`src/hdl/rob_pkg.sv`:
```
`default_nettype none

package rob_pkg;

    localparam int ROB_DEPTH  = 16;             // Entries in the buffer
    localparam int TAG_W      = 4;              // Tag bits, log2 of depth
    localparam int MUL_STAGES = 3;              // Multiplier pipeline depth
    localparam int DIV_STEPS  = 32;             // One quotient bit per step

    typedef logic [31:0]      word_t;           // Data word
    typedef logic [TAG_W-1:0] rob_tag_t;        // Entry index
    typedef logic [TAG_W:0]   rob_cnt_t;        // Occupancy 0..ROB_DEPTH
    typedef logic [4:0]       reg_idx_t;        // Destination register
    typedef logic [1:0]       op_kind_t;        // Operation class
    typedef logic [5:0]       div_cnt_t;        // Divider steps left

    localparam op_kind_t OP_ADD = 2'd0;         // a + b, wraps at 2^32
    localparam op_kind_t OP_MUL = 2'd1;         // Low word of a * b
    localparam op_kind_t OP_DIV = 2'd2;         // Unsigned a / b, ones on b == 0

    typedef struct packed {
        op_kind_t kind;                         // Selects execution path
        reg_idx_t dest;
        logic     reg_write;
        word_t    a;                            // Dividend for divides
        word_t    b;                            // Divisor for divides
    } disp_op_t;

    typedef struct packed {
        disp_op_t op;
        rob_tag_t tag;                          // Entry that receives the result
    } exec_req_t;

    typedef struct packed {
        logic     valid;
        rob_tag_t tag;
        word_t    value;
    } exec_res_t;

    typedef struct packed {
        reg_idx_t dest;
        logic     reg_write;
        word_t    value;
    } commit_t;

    typedef enum logic {
        ST_RUN,                                 // Dispatch open
        ST_DRAIN                                // Waiting for paths to go idle
    } ctrl_state_e;

endpackage

`default_nettype wire

```
`src/hdl/rob_ptr_ctr.sv`:
```
`timescale 1ns/1ps
`default_nettype none

module rob_ptr_ctr (
    input  wire                clk,
    input  wire                rst,
    input  wire                alloc,         // New entry at tail
    input  wire                retire,        // Head entry leaves
    input  wire                squash_valid,
    input  wire rob_pkg::rob_tag_t squash_tag, // Oldest entry to keep
    output rob_pkg::rob_tag_t  head,
    output rob_pkg::rob_tag_t  tail,
    output logic               full,
    output logic               empty
);
    import rob_pkg::*;

    rob_cnt_t count;                            // Live entries
    rob_tag_t keep_span;                        // Offset of squash tag from head

    assign keep_span = squash_tag - head;       // Wraps mod ROB_DEPTH
    assign full      = (count == rob_cnt_t'(ROB_DEPTH));
    assign empty     = (count == '0);

    always_ff @(posedge clk or posedge rst) begin
        if (rst) begin
            head  <= '0;
            tail  <= '0;
            count <= '0;
        end else begin
            if (retire) begin
                head <= head + 1'b1;            // Natural wrap at 16
            end
            if (squash_valid) begin
                // Survivors are head..squash_tag, less the one retiring now
                tail  <= squash_tag + 1'b1;
                count <= rob_cnt_t'(keep_span) + 1'b1 - rob_cnt_t'(retire);
            end else begin
                if (alloc) begin
                    tail <= tail + 1'b1;
                end
                count <= count + rob_cnt_t'(alloc) - rob_cnt_t'(retire); // Both may fire
            end
        end
    end

    a_count_bound : assert property (
        @(posedge clk) disable iff (rst) count <= rob_cnt_t'(ROB_DEPTH)
    ) else $error("rob_ptr_ctr: occupancy above depth");

    a_no_alloc_full : assert property (
        @(posedge clk) disable iff (rst) !(alloc && full)
    ) else $error("rob_ptr_ctr: allocation into a full buffer");

endmodule

`default_nettype wire

```
`src/hdl/rob_ctrl_fsm.sv`:
```
`timescale 1ns/1ps
`default_nettype none

module rob_ctrl_fsm (
    input  wire                    clk,
    input  wire                    rst,
    input  wire                    disp_valid,
    input  wire rob_pkg::disp_op_t disp_op,
    input  wire                    full,       // No free entry
    input  wire                    busy,       // Mul or div in flight
    input  wire                    div_busy,   // Divider occupied
    input  wire                    squash_valid,
    output logic                   disp_ready,
    output logic                   alloc,      // Accepted dispatch
    output logic                   draining
);
    import rob_pkg::*;

    ctrl_state_e state;
    ctrl_state_e state_nxt;
    logic        div_block;                    // Second divide must wait

    assign div_block = (disp_op.kind == OP_DIV) && div_busy;

    // Squash cycle also closes dispatch so the tail rewind stays clean
    assign disp_ready = (state == ST_RUN) && !full && !div_block && !squash_valid;
    assign alloc      = disp_valid && disp_ready;
    assign draining   = (state == ST_DRAIN);

    always_comb begin
        state_nxt = state;                     // Hold by default
        case (state)
            ST_RUN: begin
                if (squash_valid) begin
                    state_nxt = ST_DRAIN;      // Redirect seen
                end
            end
            ST_DRAIN: begin
                if (!busy && !squash_valid) begin
                    state_nxt = ST_RUN;        // Stale results all returned
                end
            end
            default: begin
                state_nxt = ST_RUN;
            end
        endcase
    end

    always_ff @(posedge clk or posedge rst) begin
        if (rst) begin
            state <= ST_RUN;
        end else begin
            state <= state_nxt;
        end
    end

    // No tag reuse until the squashed work has left the paths
    a_no_alloc_drain : assert property (
        @(posedge clk) disable iff (rst) (state == ST_DRAIN) |-> !alloc
    ) else $error("rob_ctrl_fsm: dispatch accepted while draining");

endmodule

`default_nettype wire

```
`src/hdl/rob_store.sv`:
```
`timescale 1ns/1ps
`default_nettype none

module rob_store (
    input  wire                     clk,
    input  wire                     rst,
    input  wire                     alloc,
    input  wire rob_pkg::rob_tag_t  tail,         // Entry being allocated
    input  wire rob_pkg::rob_tag_t  head,         // Oldest entry
    input  wire rob_pkg::disp_op_t  disp_op,
    input  wire rob_pkg::exec_res_t add_res,
    input  wire rob_pkg::exec_res_t mul_res,
    input  wire rob_pkg::exec_res_t div_res,
    input  wire                     squash_valid,
    input  wire rob_pkg::rob_tag_t  squash_tag,
    output logic                    retire,       // Head leaves this edge
    output logic                    commit_valid,
    output rob_pkg::commit_t        commit
);
    import rob_pkg::*;

    logic [ROB_DEPTH-1:0] ent_valid;              // Allocated and not squashed
    logic [ROB_DEPTH-1:0] ent_ready;              // Result has arrived
    reg_idx_t             ent_dest  [ROB_DEPTH];
    logic                 ent_rw    [ROB_DEPTH];
    word_t                ent_value [ROB_DEPTH];
    exec_res_t            res_bus   [3];          // All writeback ports
    rob_tag_t             kill_base;              // First discarded tag
    rob_tag_t             kill_span;              // Number discarded
    logic [ROB_DEPTH-1:0] kill_mask;
    logic                 wb_clash;

    assign res_bus[0] = add_res;
    assign res_bus[1] = mul_res;
    assign res_bus[2] = div_res;

    assign kill_base = squash_tag + 1'b1;
    assign kill_span = tail - kill_base;          // Up to the old tail

    always_comb begin
        for (int i = 0; i < ROB_DEPTH; i++) begin
            kill_mask[i] = squash_valid && (rob_tag_t'(i - kill_base) < kill_span);
        end
    end

    assign retire = ent_valid[head] && ent_ready[head];

    always_ff @(posedge clk or posedge rst) begin
        if (rst) begin
            ent_valid    <= '0;
            ent_ready    <= '0;
            commit_valid <= 1'b0;
        end else begin
            commit_valid <= retire;               // One cycle after ready
            for (int r = 0; r < 3; r++) begin
                if (res_bus[r].valid && ent_valid[res_bus[r].tag]) begin
                    ent_ready[res_bus[r].tag] <= 1'b1; // Stale tags dropped
                end
            end
            for (int i = 0; i < ROB_DEPTH; i++) begin
                if (kill_mask[i]) begin
                    ent_valid[i] <= 1'b0;
                end
            end
            if (retire) begin
                ent_valid[head] <= 1'b0;
            end
            if (alloc) begin
                ent_valid[tail] <= 1'b1;
                ent_ready[tail] <= 1'b0;          // Wipes leftover ready of a squash
            end
        end
    end

    always_ff @(posedge clk) begin
        for (int r = 0; r < 3; r++) begin
            if (res_bus[r].valid && ent_valid[res_bus[r].tag]) begin
                ent_value[res_bus[r].tag] <= res_bus[r].value;
            end
        end
        if (alloc) begin
            ent_dest[tail] <= disp_op.dest;
            ent_rw[tail]   <= disp_op.reg_write;
        end
        if (retire) begin
            commit <= '{dest: ent_dest[head], reg_write: ent_rw[head],
                        value: ent_value[head]};
        end
    end

    always_comb begin
        wb_clash = 1'b0;
        for (int r = 0; r < 3; r++) begin
            wb_clash = wb_clash || (res_bus[r].valid && ent_valid[res_bus[r].tag]
                                    && ent_ready[res_bus[r].tag]);
        end
    end

    // Each live tag gets exactly one result from the execution paths
    a_single_wb : assert property (
        @(posedge clk) disable iff (rst) !wb_clash
    ) else $error("rob_store: second result for a ready entry");

endmodule

`default_nettype wire

```
`src/hdl/exec_units.sv`:
```
`timescale 1ns/1ps
`default_nettype none

module exec_units (
    input  wire                     clk,
    input  wire                     rst,
    input  wire                     alloc,
    input  wire rob_pkg::exec_req_t req,
    output rob_pkg::exec_res_t      add_res,
    output rob_pkg::exec_res_t      mul_res,
    output rob_pkg::exec_res_t      div_res,
    output logic                    busy,
    output logic                    div_busy
);
    import rob_pkg::*;

    logic                  add_go;
    logic                  mul_go;
    logic                  div_go;
    logic                  add_v;
    rob_tag_t              add_tag;
    word_t                 add_val;
    logic [MUL_STAGES-1:0] mul_v;                    // Valid per stage
    rob_tag_t              mul_tag [MUL_STAGES];
    word_t                 mul_val [MUL_STAGES];
    logic                  div_v;
    rob_tag_t              div_tag;
    word_t                 div_quo;                  // Dividend shifts out, quotient in
    word_t                 div_rem;
    word_t                 div_dvs;
    div_cnt_t              div_cnt;                  // Steps left
    logic [32:0]           rem_sh;
    logic [33:0]           rem_diff;                 // Bit 33 set means negative

    always_comb begin
        add_go = 1'b0;
        mul_go = 1'b0;
        div_go = 1'b0;
        case (req.op.kind)
            OP_MUL:  mul_go = alloc;
            OP_DIV:  div_go = alloc;
            OP_ADD:  add_go = alloc;
            default: add_go = alloc;                 // Spare code runs as an add
        endcase
    end

    always_ff @(posedge clk or posedge rst) begin
        if (rst) begin
            add_v <= 1'b0;
            mul_v <= '0;
        end else begin
            add_v <= add_go;
            mul_v <= {mul_v[MUL_STAGES-2:0], mul_go};
        end
    end

    always_ff @(posedge clk) begin
        if (add_go) begin
            add_tag <= req.tag;
            add_val <= req.op.a + req.op.b;          // Carry out dropped
        end
        mul_tag[0] <= req.tag;
        mul_val[0] <= req.op.a * req.op.b;           // Low 32 bits kept
        for (int s = 1; s < MUL_STAGES; s++) begin
            mul_tag[s] <= mul_tag[s-1];
            mul_val[s] <= mul_val[s-1];
        end
    end

    // Restoring step, a zero divisor never goes negative so all ones fall out
    assign rem_sh   = {div_rem, div_quo[31]};
    assign rem_diff = {1'b0, rem_sh} - {2'b00, div_dvs};

    always_ff @(posedge clk or posedge rst) begin
        if (rst) begin
            div_busy <= 1'b0;
            div_v    <= 1'b0;
            div_cnt  <= '0;
        end else begin
            div_v <= 1'b0;
            if (div_go) begin
                div_busy <= 1'b1;                    // Load cycle
                div_cnt  <= div_cnt_t'(DIV_STEPS);
            end else if (div_busy) begin
                div_cnt <= div_cnt - 1'b1;
                if (div_cnt == div_cnt_t'(1)) begin
                    div_busy <= 1'b0;                // Last bit lands now
                    div_v    <= 1'b1;
                end
            end
        end
    end

    always_ff @(posedge clk) begin
        if (div_go) begin
            div_tag <= req.tag;
            div_quo <= req.op.a;
            div_dvs <= req.op.b;
            div_rem <= '0;
        end else if (div_busy) begin
            div_quo <= {div_quo[30:0], ~rem_diff[33]};
            div_rem <= rem_diff[33] ? rem_sh[31:0] : rem_diff[31:0]; // Restore on borrow
        end
    end

    assign add_res = '{valid: add_v, tag: add_tag, value: add_val};
    assign mul_res = '{valid: mul_v[MUL_STAGES-1], tag: mul_tag[MUL_STAGES-1],
                       value: mul_val[MUL_STAGES-1]};
    assign div_res = '{valid: div_v, tag: div_tag, value: div_quo};

    assign busy = (|mul_v) || div_busy;              // Adder never outlives a cycle

endmodule

`default_nettype wire

```
`src/hdl/rob_core_top.sv`:
```
`timescale 1ns/1ps
`default_nettype none

module rob_core_top (
    input  wire                    clk,
    input  wire                    rst,
    input  wire                    disp_valid,
    input  wire rob_pkg::disp_op_t disp_op,
    input  wire                    squash_valid,
    input  wire rob_pkg::rob_tag_t squash_tag,   // Oldest entry to keep
    output logic                   disp_ready,
    output rob_pkg::rob_tag_t      disp_tag,     // Tag of next dispatch
    output logic                   commit_valid,
    output rob_pkg::commit_t       commit
);
    import rob_pkg::*;

    logic      alloc;
    logic      retire;
    logic      full;
    logic      empty;
    logic      busy;
    logic      div_busy;
    logic      draining;
    rob_tag_t  head;
    rob_tag_t  tail;
    exec_req_t exec_req;
    exec_res_t add_res;
    exec_res_t mul_res;
    exec_res_t div_res;

    assign exec_req = '{op: disp_op, tag: tail};
    assign disp_tag = tail;

    rob_ctrl_fsm u_ctrl (
        .clk(clk), .rst(rst), .disp_valid(disp_valid), .disp_op(disp_op),
        .full(full), .busy(busy), .div_busy(div_busy), .squash_valid(squash_valid),
        .disp_ready(disp_ready), .alloc(alloc), .draining(draining)
    );

    rob_ptr_ctr u_ptr (
        .clk(clk), .rst(rst), .alloc(alloc), .retire(retire),
        .squash_valid(squash_valid), .squash_tag(squash_tag),
        .head(head), .tail(tail), .full(full), .empty(empty)
    );

    rob_store u_store (
        .clk(clk), .rst(rst), .alloc(alloc), .tail(tail), .head(head),
        .disp_op(disp_op), .add_res(add_res), .mul_res(mul_res), .div_res(div_res),
        .squash_valid(squash_valid), .squash_tag(squash_tag),
        .retire(retire), .commit_valid(commit_valid), .commit(commit)
    );

    exec_units u_exec (
        .clk(clk), .rst(rst), .alloc(alloc), .req(exec_req),
        .add_res(add_res), .mul_res(mul_res), .div_res(div_res),
        .busy(busy), .div_busy(div_busy)
    );

    // Counter and store agree on occupancy
    a_no_retire_empty : assert property (
        @(posedge clk) disable iff (rst) empty |-> !retire
    ) else $error("rob_core_top: retire from an empty buffer");

    // Tail frozen through a drain
    a_drain_tail : assert property (
        @(posedge clk) disable iff (rst) (draining && !squash_valid) |=> $stable(tail)
    ) else $error("rob_core_top: tail moved while draining");

endmodule

`default_nettype wire

```
`config.mk`:
```
export PLATFORM = sky130hd
export DESIGN_NAME = rob_core_top
export DESIGN_NICKNAME = d
export VERILOG_FILES = /design/src/hdl/rob_pkg.sv /design/src/hdl/rob_ptr_ctr.sv /design/src/hdl/rob_ctrl_fsm.sv /design/src/hdl/rob_store.sv /design/src/hdl/exec_units.sv /design/src/hdl/rob_core_top.sv
export SDC_FILE = /design/constraint.sdc
export NUM_CORES = 2
export LEC_CHECK = 0
export BUFFER_PORTS_ARGS = -buffer_cell sky130_fd_sc_hd__buf_4
export CAP_MARGIN = 10
export CORE_MARGIN = 4
export CORE_UTILIZATION = 43
export CTS_CLUSTER_DIAMETER = 200
export DETAILED_ROUTE_END_ITERATION = 10
export PLACE_DENSITY_LB_ADDON = 0.12
export SETUP_SLACK_MARGIN = 0.02
export SLEW_MARGIN = 30
export SYNTH_ARGS = -nofsm -noshare
export SYNTH_HDL_FRONTEND = slang
export SYNTH_SLANG_ARGS = --single-unit
export TNS_END_PERCENT = 5
```
`constraint.sdc`:
```
create_clock -name clk -period 12.5 [get_ports clk]
set_input_delay 2.5 -clock clk [delete_from_list [all_inputs] [get_ports clk]]
set_output_delay 2.5 -clock clk [all_outputs]
set_load 0.02 [all_outputs]
```
==> results.md <==
* Outcome: finished, final reports clean
* Cell area after synthesis at 65,820 µm²
* CP Class: primary input to flip-flop
* Initial antenna violation count at 11
* MaxCap Viol Count at 0
* Core Box Area at between 150,000 and 200,000 µm²
* Largest net degree at the start of global routing at 144
* Clock tree sinks at 949
* CP bufs+invs at 5
* RR Endpoint: u_store.ent_value[5][8]
* Register bit count reported by yosys at between 900 and 1k
* Fillers at between 10k and 15k
* Dpl hpwl at between 100,000 and 150,000 µm
* P&R area growth vs syn at 9.163%
* Commonest non-fill, non-tap cells in the layout: nand2_1, edfxtp_1, inv_1
* Sequential area share after synthesis at 0.4072
* Slowest cell on crit path: o31ai_1
* H-tree Lvls at 3
* R2R depth at 9
* Crit path max fanout at 31
* Cells after synthesis at around 6.0k
* RR Startpoint: u_exec.mul_tag[0][8]
* Reg clk slew, reported paths at 0.06 ns
* Multi-input gate area at ~35,000 µm²
* Relative slew slack at 0.3031
* Final hold vios at 0
* TritonCTS clock tree: done
* DRT iter0 DRCs at 4,165
* TNS Setup at 0 ns
* Worst hold margin at approximately 0.32 ns
* Critical path endpoint category: flip-flop
* Die Ht at about 400 µm
* Final Util at 0.4724
* WL per Instance at roughly 27 µm
* Number of detailed-route iterations in the first pass at 5
* Power per cell area at between 200 and 300 nW/µm²
* First-pass GRT wire length at roughly 310,000 µm
* Final critical-path required period at between 8 and 9 ns
* Share of cells above drive strength 1 at 0.1059
* Seq. cell area at between 20,000 and 30,000 µm²
* GP Congestion at around 0.84
* Wire length after detailed routing at approximately 210,000 µm
* Vias in the first global route at ~46k
* Reg2reg setup slack at between 8 and 9 ns
* Clock Latency Late Sink at ~0.74 ns
* Longest Clk Path Bufs at 3
* Post-synthesis compound-gate area fraction at 0.07825
* Most common cell after layout, fill and taps aside: nand2_1
* Num CTS Buffers at 105
* Number of port buffers at between 100 and 150
* Yosys warnings at 0
* Final setup viols at 0
* CP delay by family, top: adder cells
* Hold Crit Depth at 0
* Resized Gates After CTS at 0
* Syn Area/Cell at around 11 µm²
* Nets at between 6k and 7k
* Setup repair bufs after CTS at 0
* HP Class: flip-flop to flip-flop
* Number of synthesized flops with an enable pin at 750
* Die area at between 150,000 and 200,000 µm²
* DRT antenna net count at 0
* Synth Flop Type: edfxtp_1
* Gr ovfl total at 0
* Xor/xnor share of the synthesized area at 0.02063
* Global Route Usage Sum at 0.2682
* Vias/cell at approximately 5.7
* Crit-path most repeated cell: fa_1
* I/O Pins at 124
* Post-Syn Nets at between 6k and 7k
* Via count at 45.21k
* Fraction of registers with async set/reset at 0.06217
* Hold_sp: u_exec.mul_val[0][31]
* Worst Tran Pin Value at 1.045 ns
* Clk root buf: clkbuf_16
* Yosys cell types at 84
* Initial Util at 0.4328
* Final worst path period share at 0.7191
* Chip width at around 400 µm
* Post-Synth Simple-Gate Area at 0.1089
* Row cnt at between 100 and 150
* Clock Skew at about 0.050 ns
* CTS Hold Buffers Added at 0
* Post-synthesis mux area share at 0.1524
* Unrepaired setup endpoints after global routing: false
* Crit path largest cell delay at just over 0.7 ns
* Hold Crit Endpoint: u_exec.mul_val[0][63]
* Max frequency at between 100 and 150 MHz
* Leak at 26.09 nW
* Drt drc at 0
* Crit path cell chain: buf_4 > and2_1 > fa_1 > inv_1 > fa_1 > fa_1 > fa_1 > inv_1 > fa_1 > inv_1 > fa_1 > inv_1 > fa_1 > fa_1 > ha_1 > o2111ai_1 > a31oi_1 > o221ai_1 > o31ai_1 > a211oi_1 > xnor2_1
* Max VDD drop at roughly 0.00074 V
* Area share of fa/ha/maj cells after synthesis at 0.1727
* WP data required at approximately 13 ns
* CP arrival at between 9 and 10 ns
* Fin. max-slew vios at 0
* Crit path launch type: primary input
* Largest family of logic cells by synthesized area: adder cells
-- sequential cells by signal, indices dropped and copies added, names as in the netlist, 12 cells and up --
register and flops:
u_exec.div_rem 32, u_store.ent_rw 16, u_store.ent_dest 80, u_store.ent_value 512, u_exec.div_quo 32, u_exec.mul_val 96
u_store.ent_valid 16, u_store.ent_ready 16, u_store.commit 38, u_exec.add_val 32, u_exec.mul_tag 12, u_exec.div_dvs 32
-- per-stage QoR --
stage | area, µm² | cells | power (mW) | setup slack [ns]
after floorplan | 65820 | 6020 | 14.17 | 3.794
after global placement | 68140 | 7767 | 17.97 | 2.926
after detailed placement | 68150 | 7767 | 18.21 | 2.816
after CTS | 71770 | 7967 | 21.55 | 3.529
after global routing | 71840 | 7970 | 23.30 | 3.249
final | 71850 | 7972 | 21.53 | 3.511
-- final cells by class --
class                   instances  share of cell area
diodes                          3           0.0001045
clock buffers                 132             0.03913
clock inverters                68             0.01122
inverters                     553             0.02891
multi-input cells            4052              0.4917
flip-flops and latches        949              0.3732
well taps                    2030             0.03535
repair buffers                185             0.02034
-- metal layers --
layer,vias to the layer above,track usage,routed length [µm]
met5,-,0,12
met4,2,0.08161,6499
met3,375,0.03903,14220
met2,1694,0.4522,102900
met1,22840,0.3593,89140
li1,20290,-,-
-- worst max path at each step --
| stage | endpoint | depth (start not counted) | start |
|---|---|---|---|
| after floorplan | u_exec.mul_val[0][29] | 23 | disp_op[2] |
| after global placement | u_exec.mul_val[0][29] | 23 | disp_op[39] |
| after detailed placement | u_exec.mul_val[0][31] | 21 | disp_op[2] |
| after CTS | u_exec.mul_val[0][31] | 21 | disp_op[2] |
| after global routing | u_exec.mul_val[0][31] | 21 | disp_op[2] |
| final | u_exec.mul_val[0][31] | 21 | disp_op[2] |
-- cells by family after synthesis --
| family | Yosys count |
|---|---|
| and+or+nand+nor | 1590 |
| buffers and inverters | 1019 |
| DFF | 949 |
| AOI/OAI and AO/OA | 903 |
| muxes | 744 |
| adders and majority gates | 660 |
| xor gates and xnor gates | 155 |
-- report_power, final --
part | leakage (nW) | internal, mW | switching [mW]
sequential | 8.73 | 3.91 | 0.754
combinational | 15.6 | 5.64 | 7.95
clock | 1.74 | 1.91 | 1.36
-- synth_stat cells (7+ instances only) --
library cell / instances / area (µm²)
nand3_1: 38 / 190.2
nand4_1: 7 / 43.79
o21ai_1: 22 / 110.1
nand2b_1: 22 / 137.6
dfrtp_1: 59 / 1476
xor2_1: 38 / 332.8
a21o_1: 39 / 292.8
o311ai_0: 9 / 78.83
nand3b_1: 21 / 157.7
buf_4: 11 / 82.58
and3_1: 18 / 112.6
a21oi_1: 119 / 595.6
o21a_1: 32 / 240.2
ha_1: 246 / 3078
fa_1: 414 / 8288
nor2_1: 135 / 506.7
nand2_1: 986 / 3701
buf_2: 47 / 235.2
buf_1: 40 / 150.1
a31oi_1: 7 / 43.79
nor3_1: 23 / 115.1
and2_1: 279 / 1745
mux2i_1: 536 / 5365
inv_1: 552 / 2072
or3_1: 11 / 68.82
o21bai_1: 10 / 75.07
o31ai_1: 7 / 52.55
nor2b_1: 15 / 93.84
o211ai_1: 24 / 180.2
mux4_2: 206 / 4639
xnor2_1: 117 / 1025
edfxtp_1: 750 / 22520
o21ai_0: 549 / 2748
a211oi_1: 15 / 112.6
dfxtp_1: 140 / 2803
clkbuf_1: 365 / 1370
Note: power is estimated with default switching activity, not from simulation.
